[src/vec_cfg_pkg.sv]
`default_nettype none

package vec_cfg_pkg;

  // number of elements that are handled side by side in one cycle
  localparam int NUM_LANES = 2;

  // elements held by one vector register, also the upper bound for vl
  localparam int VLMAX = 16;

  // size of the architectural vector register bank
  localparam int NUM_VREGS = 8;

  // only 16-bit elements are supported by this unit
  localparam int ELEM_W = 16;

  // a single vector element
  typedef logic [ELEM_W-1:0] elem_t;

  // element index, one bit wider than needed for 0..VLMAX-1 so that vl = VLMAX fits
  typedef logic [$clog2(VLMAX+1)-1:0] offset_t;

  // vector register number
  typedef logic [$clog2(NUM_VREGS)-1:0] vreg_t;

  // one write enable per lane, bit i belongs to element offset+i
  typedef logic [NUM_LANES-1:0] lane_mask_t;

  // one element group, lane 0 sits in the low bits
  typedef logic [NUM_LANES*ELEM_W-1:0] group_t;

endpackage

`default_nettype wire

[src/vec_op_pkg.sv]
`default_nettype none

package vec_op_pkg;

  // vector integer operations carried by an instruction
  typedef enum logic [2:0] {
    VADD = 3'd0,
    VSUB = 3'd1,
    VAND = 3'd2,
    VOR  = 3'd3,
    VXOR = 3'd4,
    VMIN = 3'd5
  } vec_op_e;

  // element level result of an operation
  // sums and differences wrap around at the element width
  // VMIN compares both operands as unsigned numbers
  function automatic vec_cfg_pkg::elem_t vec_elem_op(vec_op_e op,
                                                     vec_cfg_pkg::elem_t a,
                                                     vec_cfg_pkg::elem_t b);
    vec_cfg_pkg::elem_t res;
    case (op)
      VADD: res = a + b;
      VSUB: res = a - b;
      VAND: res = a & b;
      VOR:  res = a | b;
      VXOR: res = a ^ b;
      VMIN: res = (a < b) ? a : b;
      // encodings 6 and 7 are unused, pass the first operand through
      default: res = a;
    endcase
    return res;
  endfunction

endpackage

`default_nettype wire

[src/element_counter.sv]
`timescale 1ns/100ps
`default_nettype none

module element_counter (
  input  wire logic                 CLK,
  input  wire logic                 nRST,
  input  wire logic                 clear,
  input  wire logic                 start,
  input  wire logic                 advance,
  input  wire vec_cfg_pkg::offset_t vl,
  input  wire vec_cfg_pkg::offset_t vstart,
  output vec_cfg_pkg::offset_t      offset,
  output logic                      last,
  output logic                      active
);
  import vec_cfg_pkg::*;

  // one extra bit so that offset plus the step never wraps
  logic [$bits(offset_t):0] group_end;

  assign group_end = {1'b0, offset} + ($bits(offset_t)+1)'(NUM_LANES);

  // the current group is the final one when it reaches or passes vl
  assign last = active & (group_end >= {1'b0, vl});

  always_ff @(posedge CLK, negedge nRST) begin
    if (~nRST) begin
      offset <= '0;
      active <= 1'b0;
    end else if (clear) begin
      // an abandoned instruction leaves no group behind
      offset <= '0;
      active <= 1'b0;
    end else if (start) begin
      // restart point, a vstart at or past vl means nothing to issue
      offset <= vstart;
      active <= (vstart < vl);
    end else if (active && advance) begin
      if (last) begin
        offset <= '0;
        active <= 1'b0;
      end else begin
        offset <= offset + offset_t'(NUM_LANES);
      end
    end
  end

endmodule

`default_nettype wire

[src/vec_issue.sv]
`timescale 1ns/100ps
`default_nettype none

module vec_issue (
  input  wire logic                    CLK,
  input  wire logic                    nRST,
  input  wire logic                    clear,
  input  wire logic                    hold,
  input  wire logic                    start,
  input  wire vec_op_pkg::vec_op_e     op,
  input  wire vec_cfg_pkg::vreg_t      vd,
  input  wire vec_cfg_pkg::vreg_t      vs1,
  input  wire vec_cfg_pkg::vreg_t      vs2,
  input  wire vec_cfg_pkg::offset_t    vl,
  input  wire vec_cfg_pkg::offset_t    vstart,
  input  wire logic                    wb_last,
  output logic                         busy,
  output logic                         rd_valid,
  output logic                         rd_last,
  output vec_cfg_pkg::vreg_t           rd_vs1,
  output vec_cfg_pkg::vreg_t           rd_vs2,
  output vec_cfg_pkg::vreg_t           iss_vd,
  output vec_op_pkg::vec_op_e          iss_op,
  output vec_cfg_pkg::offset_t         rd_offset,
  output vec_cfg_pkg::lane_mask_t      rd_mask,
  output logic                         done
);
  import vec_cfg_pkg::*;
  import vec_op_pkg::*;

  logic       accept;
  logic       empty;
  logic       empty_done;
  offset_t    vl_clamp;
  offset_t    vl_q;
  offset_t    cnt_vl;
  offset_t    cnt_offset;
  logic       cnt_last;
  logic       cnt_active;
  lane_mask_t grp_mask;

  // a start is only taken while no instruction is in flight
  assign accept   = start & ~busy;
  assign vl_clamp = (vl > offset_t'(VLMAX)) ? offset_t'(VLMAX) : vl;
  assign empty    = (vstart >= vl_clamp);

  // the counter needs the new length in the start cycle, before vl_q is loaded
  assign cnt_vl = accept ? vl_clamp : vl_q;

  element_counter i_element_counter (
    .CLK     (CLK),
    .nRST    (nRST),
    .clear   (clear),
    .start   (accept),
    .advance (~hold),
    .vl      (cnt_vl),
    .vstart  (vstart),
    .offset  (cnt_offset),
    .last    (cnt_last),
    .active  (cnt_active)
  );

  // lane i is live while its element index stays below vl
  always_comb begin
    for (int i = 0; i < NUM_LANES; i++) begin
      grp_mask[i] = ({1'b0, cnt_offset} + ($bits(offset_t)+1)'(i)) < {1'b0, vl_q};
    end
  end

  // instruction fields stay fixed for the whole instruction
  always_ff @(posedge CLK) begin
    if (accept) begin
      iss_op <= op;
      iss_vd <= vd;
      rd_vs1 <= vs1;
      rd_vs2 <= vs2;
      vl_q   <= vl_clamp;
    end
  end

  always_ff @(posedge CLK, negedge nRST) begin
    if (~nRST) begin
      busy       <= 1'b0;
      empty_done <= 1'b0;
    end else if (clear) begin
      busy       <= 1'b0;
      empty_done <= 1'b0;
    end else begin
      // an empty instruction finishes without ever raising busy
      empty_done <= accept & empty;
      if (accept && !empty) begin
        busy <= 1'b1;
      end else if (wb_last) begin
        busy <= 1'b0;
      end
    end
  end

  // the group held by the counter goes out one cycle later
  always_ff @(posedge CLK, negedge nRST) begin
    if (~nRST) begin
      rd_valid <= 1'b0;
      rd_last  <= 1'b0;
    end else if (clear) begin
      rd_valid <= 1'b0;
      rd_last  <= 1'b0;
    end else if (!hold) begin
      rd_valid <= cnt_active;
      rd_last  <= cnt_last;
    end
  end

  always_ff @(posedge CLK) begin
    if (!hold) begin
      rd_offset <= cnt_offset;
      rd_mask   <= grp_mask;
    end
  end

  assign done = wb_last | empty_done;

endmodule

`default_nettype wire

[config.mk]
export PLATFORM = sky130hd
export DESIGN_NAME = vec_issue
export DESIGN_NICKNAME = d
export VERILOG_FILES = /design/src/vec_cfg_pkg.sv /design/src/vec_op_pkg.sv /design/src/element_counter.sv /design/src/vec_issue.sv
export SDC_FILE = /design/constraint.sdc
export NUM_CORES = 1
export LEC_CHECK = 0
export BUFFER_PORTS_ARGS = -buffer_cell sky130_fd_sc_hd__buf_2
export CAP_MARGIN = 20
export CORE_MARGIN = 8
export CORE_UTILIZATION = 52
export DETAILED_ROUTE_END_ITERATION = 10
export MAX_ROUTING_LAYER = met4
export PLACE_DENSITY_LB_ADDON = 0.3
export REMOVE_ABC_BUFFERS = 1
export SETUP_SLACK_MARGIN = 0.3
export SLEW_MARGIN = 25
export SYNTH_ARGS = -nofsm -noshare
export SYNTH_HDL_FRONTEND = slang
export SYNTH_HIERARCHICAL = 1
export SYNTH_SLANG_ARGS = --single-unit
[constraint.sdc]
create_clock -name CLK -period 2.62 [get_ports CLK]
set_input_delay 0.131 -clock CLK [delete_from_list [all_inputs] [get_ports CLK]]
set_output_delay 0.131 -clock CLK [all_outputs]
set_load 0.03 [all_outputs]
==> flow_summary.toml <==
[hold_path]
whs_path_depth = 2
holdCritPathClass = "in -> reg"

[cts]
clk_latency_ps = 340
tritoncts = "done"
clk_pin_slew_ps = 110
cts_max_level = 2
cts_buffers = 5
clockBufferDepth = 2
cts_setup_buffers = 0
cts_root_buf = "clkbuf_4"
cts.sinks = 34

[grt]
grt_max_degree = 16
grt_overflow_total = 0
antenna_found_initial = 0
grt_pass1_vias = 1565
grt_pass1_wl_um = 6730
grt_util_all_layers = 0.162

[timing]
fin_crit_ps = 2250
setup_ws_ps = 366
finalCritPeriodShare = 0.860
finalHoldViolCount = 0
worst_slew_pin_slew_ps = 532
finalMaxSlewViolations = 0
fin_worst_skew_ps = 14.2
setup_tns_ps = 0
rsz0062_at_grt = "true"
slew_headroom = 0.645
fmax_mhz = 444
setup_viol = 0

[synthesis]
synth_fa_ha_area_frac = 0.162
synthMuxAreaShare = 0.0169
ys_seq_elements = 34
synth-simple-area-share = 0.118
synth_compound_area_frac = 0.154
synth_top_family_by_area = "adder cells"
synth_ff_type = "edfxtp_1"
synth_xor_area_frac = 0.0189
synth-edff-count = 19
syn_area_per_cell_um2 = 11.7
yosysUniqueCellTypes = 40
async_flop_share = 0.294
ys_warn_count = 6
syn_area_um2 = 1850
syn_inst = 158
synth_seq_area_share = 0.498

[final_layout]
most-common-layout-cells = "50 x buf_2, 24 x ha_1, 19 x edfxtp_1"
nFillCells = 255
area_delta_synth_final_pct = 27.3
drive_above_1_share = 0.313
nets = 281
final_cells = 276
final_common_cell = "buf_2"
diodes = 0
finish.utilization = 0.695

[routing]
routed_wl_um = 4260
wl_per_cell_um = 15.4
first_pass_iters = 4
viasPerCell = 5.39
via_count = 1489
drtIter0Drc = 74
postRouteAntennaNets = 0
drc = 0

[placed_design]
post-place-ws_ps = 279
io_buffers = 50
dp.final_hpwl_um = 3270
dp_cells = 255
place_congestion = 0.850

[power_and_ir_drop]
power_frac_clock = 0.213
switching_share = 0.328
pwr-share-seq = 0.500
vdd_drop_max_uv = 355
p_total_w = 0.00129
p_leak_nw = 1.10
intPower_w = 0.000866
switchingPower_w = 0.000422
power_frac_comb = 0.287
power_density_nw_per_um2 = 547

[setup_path]
r2r_cells = 8
cp_max_fo = 12
crit_type = "reg -> reg"
cp.required_ps = 2860
cp.arrival_ps = 2490
crit_path_end_kind = "register"
startpoint_type = "register"

[die]
die_w_um = 75.6
core_area_um2 = 3390
start_util = 0.546
io_pins = 51
design.die.area_um2 = 5720
placementRows = 21
die_h_um = 75.6

[outcome]
status = "finished, final reports clean"

[job]
max_cap_violations = 0
[Yosys cell counts, types with 2 or more instances]
cell type  instances  area, um2
a32o_1             2       20.0
a22o_1             2       17.5
a21oi_1            5       25.0
nand2b_1           7       43.8
nand2_1           12       45.0
mux2i_1            2       20.0
nand3_1            6       30.0
dfxtp_1            5        100
edfxtp_1          19        571
ha_1              24        300
nor2_1             8       30.0
nor2b_1            2       12.5
inv_1             15       56.3
xnor2_1            3       26.3
a22oi_1            3       22.5
dfrtp_1           10        250
o21ai_2            2       17.5
a211oi_1           3       22.5
o21ai_0            7       35.0
[cells by family after synthesis]
logic type,count (synthesis)
compound gates,35
flops,34
buf+inv,16
fa+ha+maj,24
xor+xnor,4
simple gates,42
mux,3
[worst max-delay path: stages (launching register included)]
cell	delay (ps)
dfrtp_1	400
nand2b_2	280
mux2_2	340
ha_1	280
nand2b_4	120
a21oi_4	60
o211ai_4	260
nand3_1	120
a32o_1	280
[per-layer routing]
metal / track usage / share of wire
met5: - / 0
met3: 0.0355 / 0.072
met2: 0.251 / 0.49
met1: 0.190 / 0.42
met4: 0.0917 / 0.023
[power by group through the flow]
| stage | logic, W | clock network [W] | registers, W |
|---|---|---|---|
| after global placement | 0.000332 | 0 | 0.000653 |
| after detailed placement | 0.000349 | 0 | 0.000656 |
| after global routing | 0.000406 | 0.000297 | 0.000650 |
| after floorplan | 0.000186 | 0 | 0.000710 |
| final | 0.000369 | 0.000275 | 0.000644 |
| after CTS | 0.000368 | 0.000280 | 0.000644 |
[worst paths after layout]
kind                       slack, ps  startpoint                          end
setup / recovery                 370        busy  i_element_counter/offset[0]
hold / removal                    70       clear                     rd_valid
setup reg to reg                 370        busy  i_element_counter/offset[0]
hold reg to reg                  490     vl_q[2]                      vl_q[2]
max in group asynchronous       2230        nRST  i_element_counter/offset[4]
min in group asynchronous        170        nRST                         busy
[layout make-up]
class	instances	area, um2	share of cell area
Timing Repair Buffer	65	395	0.168
Sequential cell	34	921	0.391
Clock inverter	3	16.3	0.00691
Clock buffer	5	37.5	0.0159
Inverter	15	56.3	0.0239
Multi-Input combinational cell	108	871	0.370
Tap cell	46	57.6	0.0244
[per-stage QoR]
step | hold WS, ps | instance area [um2]
floorplan | -165 | 1850
global placement | -3.19 | 2170
detailed placement | 4.53 | 2170
CTS | 51.9 | 2350
global route | 57.5 | 2350
finish | 65.2 | 2350
[registers in the layout, summed over array words and instances (netlist names), 2 cells and up]
signal                    flops
i_element_counter/offset      5
iss_op                        3
iss_vd                        3
rd_mask                       2
rd_offset                     5
rd_vs1                        3
rd_vs2                        3
vl_q                          5
[what timing repair did]
action	in CTS	in global routing
hold buffers	13	0
gates resized for setup	1	3
setup endpoints to repair	2	3
hold endpoints to repair	22	0
(Power assumes the default switching activity.)
