==> src/vec_cfg_pkg.sv <==
`default_nettype none

package vec_cfg_pkg;

  // number of elements that are handled side by side in one cycle
  localparam int NUM_LANES = 2;

  // elements held by one vector register, also the upper bound for vl
  localparam int VLMAX = 16;

  // size of the architectural vector register bank
  localparam int NUM_VREGS = 8;

  // only 16-bit elements are supported by this unit
  localparam int ELEM_W = 16;

  // a single vector element
  typedef logic [ELEM_W-1:0] elem_t;

  // element index, one bit wider than needed for 0..VLMAX-1 so that vl = VLMAX fits
  typedef logic [$clog2(VLMAX+1)-1:0] offset_t;

  // vector register number
  typedef logic [$clog2(NUM_VREGS)-1:0] vreg_t;

  // one write enable per lane, bit i belongs to element offset+i
  typedef logic [NUM_LANES-1:0] lane_mask_t;

  // one element group, lane 0 sits in the low bits
  typedef logic [NUM_LANES*ELEM_W-1:0] group_t;

endpackage

`default_nettype wire

==> src/vec_op_pkg.sv <==
`default_nettype none

package vec_op_pkg;

  // vector integer operations carried by an instruction
  typedef enum logic [2:0] {
    VADD = 3'd0,
    VSUB = 3'd1,
    VAND = 3'd2,
    VOR  = 3'd3,
    VXOR = 3'd4,
    VMIN = 3'd5
  } vec_op_e;

  // element level result of an operation
  // sums and differences wrap around at the element width
  // VMIN compares both operands as unsigned numbers
  function automatic vec_cfg_pkg::elem_t vec_elem_op(vec_op_e op,
                                                     vec_cfg_pkg::elem_t a,
                                                     vec_cfg_pkg::elem_t b);
    vec_cfg_pkg::elem_t res;
    case (op)
      VADD: res = a + b;
      VSUB: res = a - b;
      VAND: res = a & b;
      VOR:  res = a | b;
      VXOR: res = a ^ b;
      VMIN: res = (a < b) ? a : b;
      // encodings 6 and 7 are unused, pass the first operand through
      default: res = a;
    endcase
    return res;
  endfunction

endpackage

`default_nettype wire

==> src/vec_lane_alu.sv <==
`timescale 1ns/100ps
`default_nettype none

module vec_lane_alu (
  input  wire logic                    CLK,
  input  wire logic                    nRST,
  input  wire logic                    hold,
  input  wire logic                    clear,
  input  wire logic                    ex_valid,
  input  wire logic                    ex_last,
  input  wire vec_cfg_pkg::group_t     ex_a,
  input  wire vec_cfg_pkg::group_t     ex_b,
  input  wire vec_cfg_pkg::offset_t    ex_offset,
  input  wire vec_cfg_pkg::lane_mask_t ex_mask,
  input  wire vec_op_pkg::vec_op_e     iss_op,
  input  wire vec_cfg_pkg::vreg_t      iss_vd,
  output logic                         wb_en,
  output logic                         wb_last,
  output vec_cfg_pkg::vreg_t           wb_reg,
  output vec_cfg_pkg::offset_t         wb_offset,
  output vec_cfg_pkg::group_t          wb_data,
  output vec_cfg_pkg::lane_mask_t      wb_mask
);
  import vec_cfg_pkg::*;
  import vec_op_pkg::*;

  group_t result;
  logic   wb_valid;
  logic   wb_last_q;

  // every lane computes, masked lanes are only kept out of the write
  always_comb begin
    for (int i = 0; i < NUM_LANES; i++) begin
      result[i*ELEM_W +: ELEM_W] = vec_elem_op(iss_op,
                                               elem_t'(ex_a[i*ELEM_W +: ELEM_W]),
                                               elem_t'(ex_b[i*ELEM_W +: ELEM_W]));
    end
  end

  always_ff @(posedge CLK, negedge nRST) begin
    if (~nRST) begin
      wb_valid  <= 1'b0;
      wb_last_q <= 1'b0;
    end else if (clear) begin
      wb_valid  <= 1'b0;
      wb_last_q <= 1'b0;
    end else if (!hold) begin
      wb_valid  <= ex_valid;
      wb_last_q <= ex_last;
    end
  end

  always_ff @(posedge CLK) begin
    if (!hold) begin
      wb_reg    <= iss_vd;
      wb_offset <= ex_offset;
      wb_data   <= result;
      wb_mask   <= ex_mask;
    end
  end

  // a held group waits in the register and is written once hold drops
  assign wb_en   = wb_valid & ~hold;
  assign wb_last = wb_en & wb_last_q;

endmodule

`default_nettype wire

==> config.mk <==
export PLATFORM = sky130hd
export DESIGN_NAME = vec_lane_alu
export DESIGN_NICKNAME = d
export VERILOG_FILES = /design/src/vec_cfg_pkg.sv /design/src/vec_op_pkg.sv /design/src/vec_lane_alu.sv
export SDC_FILE = /design/constraint.sdc
export NUM_CORES = 1
export LEC_CHECK = 0
export BUFFER_PORTS_ARGS = -buffer_cell sky130_fd_sc_hd__buf_4
export CORE_UTILIZATION = 45
export DETAILED_ROUTE_END_ITERATION = 10
export PLACE_DENSITY = 0.77
export REMOVE_ABC_BUFFERS = 1
export SLEW_MARGIN = 25
export SYNTH_ARGS = -nofsm -noshare
export SYNTH_HDL_FRONTEND = slang
export SYNTH_SLANG_ARGS = --single-unit
export TNS_END_PERCENT = 10
==> constraint.sdc <==
create_clock -name CLK -period 1.58 [get_ports CLK]
set_input_delay 0 -clock CLK [delete_from_list [all_inputs] [get_ports CLK]]
set_output_delay 0 -clock CLK [all_outputs]
set_load 0.01 [all_outputs]
==> results of run 1 <==
## Yosys cell counts (5+ instances only)
library cell	number
sky130_fd_sc_hd__ha_1	108
sky130_fd_sc_hd__a21oi_1	101
sky130_fd_sc_hd__nor2_1	99
sky130_fd_sc_hd__inv_1	97
sky130_fd_sc_hd__o21ai_0	61
sky130_fd_sc_hd__clkbuf_1	42
sky130_fd_sc_hd__edfxtp_1	42
sky130_fd_sc_hd__nand2_1	36
sky130_fd_sc_hd__nor3_1	22
sky130_fd_sc_hd__o22ai_1	20
sky130_fd_sc_hd__o21bai_1	15
sky130_fd_sc_hd__a211oi_1	13
sky130_fd_sc_hd__xnor2_1	13
sky130_fd_sc_hd__a22oi_1	11
sky130_fd_sc_hd__buf_1	11
sky130_fd_sc_hd__nand2b_1	11
sky130_fd_sc_hd__a221o_1	10
sky130_fd_sc_hd__a2bb2oi_1	10
sky130_fd_sc_hd__o211ai_1	10
sky130_fd_sc_hd__a221oi_1	9
sky130_fd_sc_hd__mux2i_1	9
sky130_fd_sc_hd__o221ai_1	9
sky130_fd_sc_hd__a31oi_1	8
sky130_fd_sc_hd__nor2b_1	8
sky130_fd_sc_hd__nor4_1	8
sky130_fd_sc_hd__a21o_1	7
sky130_fd_sc_hd__a22o_1	7
sky130_fd_sc_hd__and2_1	7
sky130_fd_sc_hd__buf_2	7
sky130_fd_sc_hd__nand3_1	7
sky130_fd_sc_hd__a41oi_1	6
sky130_fd_sc_hd__o31ai_1	6
sky130_fd_sc_hd__a222oi_1	5
## path summary, 6_finish.rpt
kind	startpoint	endpoint	slack (ps)	depth (start not counted)
min in group asynchronous	nRST	wb_last_q$_DFFE_PN0P_	30	2
hold / removal	hold	wb_valid$_DFFE_PN0P_	0.7	3
setup / recovery	ex_a[0]	wb_data[5]$_DFFE_PN_	-810	14
setup reg to reg	wb_last_q$_DFFE_PN0P_	wb_last_q$_DFFE_PN0P_	310	3
hold reg to reg	wb_valid$_DFFE_PN0P_	wb_valid$_DFFE_PN0P_	520	2
max in group asynchronous	nRST	wb_valid$_DFFE_PN0P_	1460	2
## worst register-to-register path: cells and delay by family (launching register included)
kind          cells  cell delay, ps
buf+inv           1             570
flops             1             380
mux               1             140
simple gates      1              60
## power by group through the flow
stage          Clock [µW]  Sequential (µW)  Combinational, µW
2_1_floorplan           0             1590               1510
3_3_place_gp            0             1520               3290
3_5_place_dp            0             1520               3360
4_1_cts              1140             1500               3710
5_1_grt              1170             1510               4150
6_report             1130             1500               3880
## layer usage
metal  part of all wire  vias up  wire length, µm  global-route usage
li1                   -     4161                -                   -
met5                  0        -                0                   0
met3              0.067      107             1784             0.04808
met1               0.39     4136            10390              0.3699
met4              0.044        0             1163              0.1743
met2               0.50      435            13120              0.5798
## kinds of logic (layout without fill, tap and decap cells)
| kind of cell | Yosys count | after routing |
|---|---|---|
| buf+inv | 160 | 566 |
| fa+ha+maj | 112 | 112 |
| mux | 9 | 9 |
| flops | 44 | 44 |
| xor+xnor | 16 | 16 |
| compound gates | 354 | 354 |
| simple gates | 217 | 217 |
## area by class of cell
cell class / instances / area share
Inverter: 99 / 0.03506
Multi-Input combinational cell: 708 / 0.4971
Sequential cell: 44 / 0.1152
Timing Repair Buffer: 459 / 0.3192
Clock buffer: 7 / 0.01253
Tap cell: 188 / 0.02066
Clock inverter: 1 / 0.0003297
## through the flow
step	hold WS (ps)	setup TNS, ps	setup WS [ps]	util	power (µW)
6_report	0.7350	-21120	-814.7	0.7489	6508
5_1_grt	21.05	-24250	-917.4	0.7489	6831
4_1_cts	5.045	-18860	-720.5	0.7419	6350
3_5_place_dp	-215.8	-37270	-1338	0.6791	4887
3_3_place_gp	-216.3	-35550	-1288	0.6791	4813
2_1_floorplan	-295.6	-34540	-1362	-	3098
## what timing repair did
| action | in CTS | in global routing |
|---|---|---|
| hold buffers | 14 | 0 |
| setup endpoints to repair | 32 | 32 |
| setup buffers | 10 | 5 |
| resized for setup | 138 | 21 |
| pin swaps | 62 | 27 |
| endpoints found under the hold margin | 14 | 0 |
==> flow_summary.yaml, run 1 <==
drt:
  drt-total-wl_um: 26460
  vias: 8839
  detail-route-antenna-nets: 0
  dr.first_iter.drc_count: 829
  vias_per_cell: 5.869
  drt_first_pass_iters: 8
  route.detailed.wl_per_inst_um: 17.57
  drc_errors: 0
synthesis:
  synth_top_cell_by_area: "sky130_fd_sc_hd__ha_1"
  ys_top_cells_by_area: "sky130_fd_sc_hd__ha_1 (19%), sky130_fd_sc_hd__edfxtp_1 (18%), sky130_fd_sc_hd__a21oi_1 (7.2%)"
  synthCells: 912
  synth_compound_gate_area_share: 0.3444
  avgSynthCellArea_um2: 7.665
  synth_area_um2: 6990
  synth_xor_xnor_area_share: 0.02005
  synth-seq-area-share: 0.1876
  muxShareOfSynthArea: 0.01289
  synth_top_family_by_area: "compound AO/OA/AOI/OAI gates"
  async_sr_flop_fraction: 0.04545
  number_of_flops_mapped_to_enable_cells_by_yosys: 42
  yosys_warnings: 0
  synth.top_cell.area_share: 0.1933
  synth_cell_types: 72
  synthSimpleGateAreaFrac: 0.1427
  yosys_register_bits: 44
  synth_fa_ha_area_frac: 0.2048
  synth_top_flop_cell: "sky130_fd_sc_hd__edfxtp_1"
cts:
  clock_latency_ps: 300
  clock_tree_from_tritoncts: "built"
  numCtsBuffers: 5
  clock_path_buffers: 2
  cts_max_level: 2
  clk_transition_reported_paths_ps: 70
  clk_root_buffer_cell: "sky130_fd_sc_hd__clkbuf_16"
  cts_sinks: 44
power:
  vdd_drop_max_mv: 0.4375
  leakagePower_uw: 0.005371
  powerDensity_nw_per_um2: 571.7
  switching_share_of_power: 0.3762
  combinationalPowerShare: 0.596
  power.clock.fraction: 0.173
  total_switching_power_uw: 2448
  power.share.sequential: 0.231
  cell_internal_pwr_uw: 4060
setup_path:
  path_class: "in -> reg"
  timing.critical_path.fanout_max: 5
  worstPathCellList: "buf_12, clkinv_8, ha_4, fa_2, o21bai_4, a221oi_4, a2bb2oi_2, a211oi_4, o22ai_4, o22ai_4, buf_12, mux2i_1, o221ai_1, a21boi_2"
  critical_path.max_stage_delay_ps: 330
  critical_path_buf_inv_count: 3
  endpoint_class_of_the_critical_path: "register"
  critical_path.slowest_cell: "sky130_fd_sc_hd__a211oi_4"
  required_time_at_the_worst_slack_endpoint_ps: 1650
  worstPathArrival_ps: 2460
  cpLargestDelayFamily: "compound AO/OA/AOI/OAI gates"
  start_kind: "input port"
die:
  initial_core_util: 0.4598
  core-area_um2: 15200
  core.rowCount: 45
  die_y_um: 126.6
  die_width_um: 126.6
  die_area_um2: 16040
  top_level_ports: 127
finish:
  instances_no_fill: 1506
  multiInputGateArea_um2: 5659
  flip_flop_count_of_the_largest_register_after_layout: 32
  fin_nets: 1512
  num_antenna_cells: 0
  final_layout_size_suffix_gt1_frac: 0.4256
  synthToLayoutAreaGrowth_pct: 62.86
  post-route-cell-area_um2: 11380
  final_cell_mix: "sky130_fd_sc_hd__buf_4 (427), sky130_fd_sc_hd__a21oi_1 (95), sky130_fd_sc_hd__nor2_1 (93)"
  layout.filler_cells: 1117
  mostFrequentLayoutCell: "sky130_fd_sc_hd__buf_4"
  sequential_cell_area_um2: 1311
sta:
  min_period_ps: 2395
  worstMarginPinSlew_ps: 577.4
  final-hold-violation-count: 0
  final_max_slew_viol_count: 0
  finalSetupViolations: 32
  finClkSkew_ps: 0
  rsz0062_at_grt: "yes"
  max_freq_ghz: 0.4176
  post-route-period-util: 1.516
  slew-limit-headroom: 0.6143
  setup_slack_ps: -814.7
global_routing:
  grt_usage: 0.3233
  grt_start_max_net_pins: 43
  grt_pass1_wl_um: 41500
  grt_overflow: 0
  number_of_global_route_vias_before_repair: 8697
  grt_antenna_before_repair: 0
outcome:
  violated_checks: "negative setup slack"
  outcome: "finished, violations left"
place:
  dp.cells: 1471
  detailed_place.area_um2: 10320
  dp_hpwl_um: 19140
  globalplace.congestion: 0.9522
  io_buffers: 126
flow_run:
  maxCapViolCount: 0
min_path:
  worstHoldPathType: "in -> reg"
Note: power is estimated with default switching activity, not from simulation.
==> inputs of run 2 (changes only) <==
--- a/config.mk
+++ b/config.mk
@@ -8,7 +8,7 @@
 export BUFFER_PORTS_ARGS = -buffer_cell sky130_fd_sc_hd__buf_4
 export CORE_UTILIZATION = 45
 export DETAILED_ROUTE_END_ITERATION = 10
-export PLACE_DENSITY = 0.77
+export PLACE_DENSITY_LB_ADDON = 0.15
 export REMOVE_ABC_BUFFERS = 1
 export SLEW_MARGIN = 25
 export SYNTH_ARGS = -nofsm -noshare
==> run 2 against run 1 <==
Net effect: the run still ends with negative setup slack left; die area is the same; fmax fell by 2.0%; worst setup slack got worse by 49 ps; critical path type unchanged; critical endpoint is now wb_data[11]$_DFFE_PN_; largest power group unchanged.
==> flow_summary.yaml, run 2 (synthesized netlist as in run 1, its figures left out) <==
outcome:
  outcome: "finished, violations left"
  violated_checks: "negative setup slack"
setup_path:
  critical_path.max_stage_delay_ps: 410
  critical_path.slowest_cell: "sky130_fd_sc_hd__a222oi_1"
  r2r.worst_path.cells: 3
  crit_path_frequent_cell: "sky130_fd_sc_hd__buf_4"
  endpoint_class_of_the_critical_path: "register"
  worstPathArrival_ps: 2500
  start_kind: "input port"
  worst-path-stages: 12
  critical_path_buf_inv_count: 4
  critical_path.startpoint: "ex_b[3]"
  critical_path.reg2reg.endpoint: "wb_last_q$_DFFE_PN0P_"
  cpLargestDelayFamily: "compound AO/OA/AOI/OAI gates"
  crit_path_end: "wb_data[11]$_DFFE_PN_"
  reg2reg_setup_slack_ps: 320
  timing.critical_path.fanout_max: 3
  path_class: "in -> reg"
  crit_reg_reg_startpoint: "wb_last_q$_DFFE_PN0P_"
  worstPathCellList: "buf_4, inv_1, buf_4, ha_1, buf_4, a2111oi_4, o41a_1, o31a_1, a221o_1, a222oi_1, a21oi_1, a2bb2oi_1"
  required_time_at_the_worst_slack_endpoint_ps: 1640
global_routing:
  grt_pass1_wl_um: 42770
  grt_usage: 0.3342
  grt_overflow: 0
  grt_antenna_before_repair: 0
  grt_start_max_net_pins: 30
  number_of_global_route_vias_before_repair: 8610
die:
  die_width_um: 126.6
  die_y_um: 126.6
  core-area_um2: 15200
  top_level_ports: 127
  initial_core_util: 0.4598
  die_area_um2: 16040
  core.rowCount: 45
sta:
  slew-limit-headroom: 0.6398
  finClkSkew_ps: 0
  setup_slack_ps: -864.1
  worstMarginPinSlew_ps: 535.8
  final_max_slew_viol_count: 0
  rsz0062_at_grt: "yes"
  max_freq_ghz: 0.4092
  min_period_ps: 2444
  finalSetupViolations: 32
  totalNegativeSetupSlack_ps: -21390
  post-route-period-util: 1.547
  final-hold-violation-count: 0
finish:
  mostFrequentLayoutCell: "sky130_fd_sc_hd__buf_4"
  final_cell_mix: "sky130_fd_sc_hd__buf_4 (440), sky130_fd_sc_hd__a21oi_1 (94), sky130_fd_sc_hd__nor2_1 (91)"
  flip_flop_count_of_the_largest_register_after_layout: 32
  synthToLayoutAreaGrowth_pct: 66.80
  fin_nets: 1534
  num_antenna_cells: 0
  final_layout_size_suffix_gt1_frac: 0.4455
  post-route-cell-area_um2: 11660
place:
  io_buffers: 126
  detailed_place.area_um2: 10410
  globalplace.congestion: 0.9571
  dp_hpwl_um: 19500
drt:
  vias: 8963
  route.detailed.wl_per_inst_um: 17.95
  drt_first_pass_iters: 6
  drc_errors: 0
  vias_per_cell: 5.866
  drt-total-wl_um: 27430
  dr.first_iter.drc_count: 854
  detail-route-antenna-nets: 0
cts:
  clock_tree_from_tritoncts: "built"
  clock_latency_ps: 310
  cts_sinks: 44
  clk_root_buffer_cell: "sky130_fd_sc_hd__clkbuf_16"
  clk_transition_reported_paths_ps: 70
  numCtsBuffers: 5
  clock_path_buffers: 2
  cts_max_level: 2
power:
  leakagePower_uw: 0.005502
  powerDensity_nw_per_um2: 585.1
  vdd_drop_max_mv: 0.4434
min_path:
  worstHoldPathType: "in -> async"
flow_run:
  maxCapViolCount: 0
## run 2: changes by cell type in the layout (fill, tap and decap cells not counted), moves of 3 or more
cell / previous run / this run
sky130_fd_sc_hd__buf_4: 427 / 440
sky130_fd_sc_hd__buf_6: 6 / 18
sky130_fd_sc_hd__ha_2: 9 / 6
sky130_fd_sc_hd__ha_4: 16 / 19
sky130_fd_sc_hd__inv_4: 4 / 8
sky130_fd_sc_hd__o21ai_0: 46 / 49
sky130_fd_sc_hd__o21ai_1: 13 / 10
## run 2: cell type report
cell class / count / area [µm²]
clock buffer: 6 / 128.9
clock inverter: 2 / 35.03
fill: 1102 / 3542
inverter: 99 / 391.6
multi-input combinational: 708 / 5737
sequential: 44 / 1311
tap: 188 / 235.2
timing repair buffer: 481 / 3821
## run 2: report_power, final
| group | switching [µW] | internal, µW |
|---|---|---|
| registers | 42.7 | 1450 |
| logic | 1970 | 2080 |
| clock network | 522 | 747 |
## run 2: how the worst min path moves through the flow
| stage | depth (start not counted) | slack (ps) | end | startpoint |
|---|---|---|---|---|
| after floorplan | 0 | -300 | wb_last_q$_DFFE_PN0P_ | nRST |
| after global placement | 1 | -220 | wb_valid$_DFFE_PN0P_ | nRST |
| after detailed placement | 1 | -210 | wb_last_q$_DFFE_PN0P_ | nRST |
| after CTS | 2 | 7 | wb_last_q$_DFFE_PN0P_ | nRST |
| after global routing | 2 | 10 | wb_last_q$_DFFE_PN0P_ | nRST |
| final | 2 | 20 | wb_valid$_DFFE_PN0P_ | nRST |
## run 2: stage by stage
step / instances / hold slack, ps / util / power (µW) / worst slack, ps
finish: 1528 / 19.85 / 0.7670 / 6822 / -864.1
global route: 1528 / 14.17 / 0.7670 / 7171 / -942.9
CTS: 1521 / 7.338 / 0.7542 / 6584 / -773.1
detailed placement: 1484 / -211.7 / 0.6847 / 4924 / -1296
global placement: 1484 / -217.8 / 0.6847 / 4882 / -1278
floorplan: 851 / -295.6 / - / 3098 / -1362
## run 2: per-layer routing
layer,share of wire,track usage
met1,0.42,0.4358
met2,0.46,0.5551
met3,0.073,0.04429
met4,0.042,0.1410
met5,0,0
## run 2: timing repair
| item | 4_1_cts | 5_1_grt |
|---|---|---|
| buffers inserted | 15 | 7 |
| gates resized for setup | 151 | 26 |
| cloned | 1 | 1 |
| endpoints found under the setup margin | 32 | 32 |
| pin swaps | 63 | 29 |
| hold endpoints to repair | 14 | 0 |
| hold buffers | 14 | 0 |
## run 2: worst register-to-register path, stage by stage (launching register included)
cell and delay (ps):
sky130_fd_sc_hd__dfrtp_1 390, sky130_fd_sc_hd__mux2i_1 160, sky130_fd_sc_hd__nor2_1 50, sky130_fd_sc_hd__dlygate4sd3_1 550
==> inputs of run 3 (changes only) <==
--- a/config.mk
+++ b/config.mk
@@ -8,6 +8,7 @@
 export BUFFER_PORTS_ARGS = -buffer_cell sky130_fd_sc_hd__buf_4
 export CORE_UTILIZATION = 45
 export DETAILED_ROUTE_END_ITERATION = 10
+export MAX_ROUTING_LAYER = met4
 export PLACE_DENSITY_LB_ADDON = 0.15
 export REMOVE_ABC_BUFFERS = 1
 export SLEW_MARGIN = 25
==> run 3 against run 2 <==
Net effect: the run still ends with negative setup slack left; largest power group unchanged; wire length shrank 0.62%; final area barely moved; fmax up 2.2%; clock power up 4%; power about the same; sequential power barely moved; die area stayed put.
==> flow_summary.yaml, run 3 (synthesized netlist as in run 1, its figures left out) <==
drt:
  vias_per_cell: 5.738
  vias: 8756
  drt-total-wl_um: 27260
  route.detailed.wl_per_inst_um: 17.86
  drt_first_pass_iters: 5
  detail-route-antenna-nets: 0
  drc_errors: 0
  dr.first_iter.drc_count: 780
finish:
  fin_nets: 1532
  mostFrequentLayoutCell: "sky130_fd_sc_hd__buf_4"
  utilization: 0.7665
  final_layout_size_suffix_gt1_frac: 0.4447
  flip_flop_count_of_the_largest_register_after_layout: 32
  layout.filler_cells: 1097
  synthToLayoutAreaGrowth_pct: 66.69
  num_antenna_cells: 0
  instances_no_fill: 1526
  final_cell_mix: "sky130_fd_sc_hd__buf_4 (442), sky130_fd_sc_hd__a21oi_1 (93), sky130_fd_sc_hd__nor2_1 (91)"
sta:
  post-route-period-util: 1.513
  final_max_slew_viol_count: 0
  max_freq_ghz: 0.4182
  final-hold-violation-count: 0
  min_period_ps: 2391
  finalSetupViolations: 32
  worstMarginPinSlew_ps: 473.0
  rsz0062_at_grt: "yes"
  setup_slack_ps: -811.3
  finClkSkew_ps: 0
  slew-limit-headroom: 0.6839
  totalNegativeSetupSlack_ps: -20960
setup_path:
  critical_path.startpoint: "ex_b[0]"
  critical_path.reg2reg.endpoint: "wb_valid$_DFFE_PN0P_"
  reg2reg_setup_slack_ps: 260
  crit_reg_reg_startpoint: "wb_valid$_DFFE_PN0P_"
  endpoint_class_of_the_critical_path: "register"
  r2r.worst_path.cells: 3
  required_time_at_the_worst_slack_endpoint_ps: 1640
  timing.critical_path.fanout_max: 4
  path_class: "in -> reg"
  worstPathArrival_ps: 2450
  start_kind: "input port"
power:
  post-layout-total-power_uw: 6815
  total_switching_power_uw: 2566
  power.share.sequential: 0.220
  combinationalPowerShare: 0.586
  leakagePower_uw: 0.005492
  power.clock.fraction: 0.194
  vdd_drop_max_mv: 0.5230
  cell_internal_pwr_uw: 4250
  powerDensity_nw_per_um2: 584.9
  switching_share_of_power: 0.3764
die:
  initial_core_util: 0.4598
  die_area_um2: 16040
  core-area_um2: 15200
  top_level_ports: 127
  die_width_um: 126.6
  core.rowCount: 45
  die_y_um: 126.6
outcome:
  outcome: "finished, violations left"
  violated_checks: "negative setup slack"
global_routing:
  grt_start_max_net_pins: 31
  grt_usage: 0.3432
  number_of_global_route_vias_before_repair: 8580
  grt_pass1_wl_um: 42720
  grt_antenna_before_repair: 0
  grt_overflow: 0
cts:
  clock_tree_from_tritoncts: "built"
  numCtsBuffers: 5
  clock_latency_ps: 310
  clk_root_buffer_cell: "sky130_fd_sc_hd__clkbuf_16"
  cts_sinks: 44
  clock_path_buffers: 2
  clk_transition_reported_paths_ps: 70
  cts_max_level: 2
min_path:
  worstHoldPathType: "in -> async"
place:
  io_buffers: 126
  globalplace.congestion: 0.9849
  dp.cells: 1491
  dp_hpwl_um: 19820
flow_run:
  maxCapViolCount: 0
## run 3: layout make-up
class | count | area [µm²] | area share
Timing Repair Buffer | 479 | 3816 | 0.3275
Sequential cell | 44 | 1311 | 0.1125
Inverter | 99 | 389.1 | 0.03339
Clock inverter | 3 | 46.29 | 0.003973
Clock buffer | 5 | 125.1 | 0.01074
Tap cell | 188 | 235.2 | 0.02019
Multi-Input combinational cell | 708 | 5729 | 0.4917
## run 3: power groups by stage
stage	Sequential [µW]	Combinational (µW)	Clock [µW]
after floorplan	1590	1510	0
after global placement	1520	3380	0
after detailed placement	1520	3430	0
after CTS	1500	3710	1330
after global routing	1510	4280	1370
final	1500	4000	1320
## run 3: timing repair
action	in CTS	in global routing
cloned	0	1
buffers inserted	10	3
pin swaps	46	50
setup endpoints to repair	32	32
resized for setup	113	65
hold buffers	15	0
hold endpoints to repair	14	0
## run 3: through the flow
step,cell area [µm²],hold WS (ps),worst slack (ps)
after CTS,11320,11.25,-807.0
after floorplan,6749,-295.6,-1362
final,11650,57.60,-811.3
after detailed placement,10490,-217.0,-1286
after global placement,10490,-218.3,-1278
after global routing,11650,60.53,-890.9
## run 3: worst max-delay path by stage
stage,depth (start not counted),to,slack (ps)
2_1_floorplan,9,wb_data[30]$_DFFE_PN_,-1360
3_3_place_gp,13,wb_data[26]$_DFFE_PN_,-1280
3_5_place_dp,13,wb_data[30]$_DFFE_PN_,-1290
4_1_cts,12,wb_data[11]$_DFFE_PN_,-810
5_1_grt,12,wb_data[10]$_DFFE_PN_,-890
6_report,12,wb_data[10]$_DFFE_PN_,-810
## run 3: critical path: stages
cell and delay [ps]:
sky130_fd_sc_hd__buf_8 110, sky130_fd_sc_hd__ha_4 160, sky130_fd_sc_hd__fa_2 400, sky130_fd_sc_hd__a211oi_2 250
sky130_fd_sc_hd__o21bai_2 120, sky130_fd_sc_hd__nand2b_4 160, sky130_fd_sc_hd__a41o_1 210, sky130_fd_sc_hd__a221o_1 310
sky130_fd_sc_hd__a222oi_1 370, sky130_fd_sc_hd__a21oi_1 140, sky130_fd_sc_hd__nor2_1 150, sky130_fd_sc_hd__a21oi_1 50
## run 3: metal layers
metal	global-route usage	share of wire	wire, µm	vias to the layer above
met5	-	0	0	-
met4	0.1141	0.023	633	0
met3	0.04766	0.073	1986	61
met2	0.5606	0.47	12880	410
met1	0.4364	0.43	11760	4085
li1	-	-	-	4200
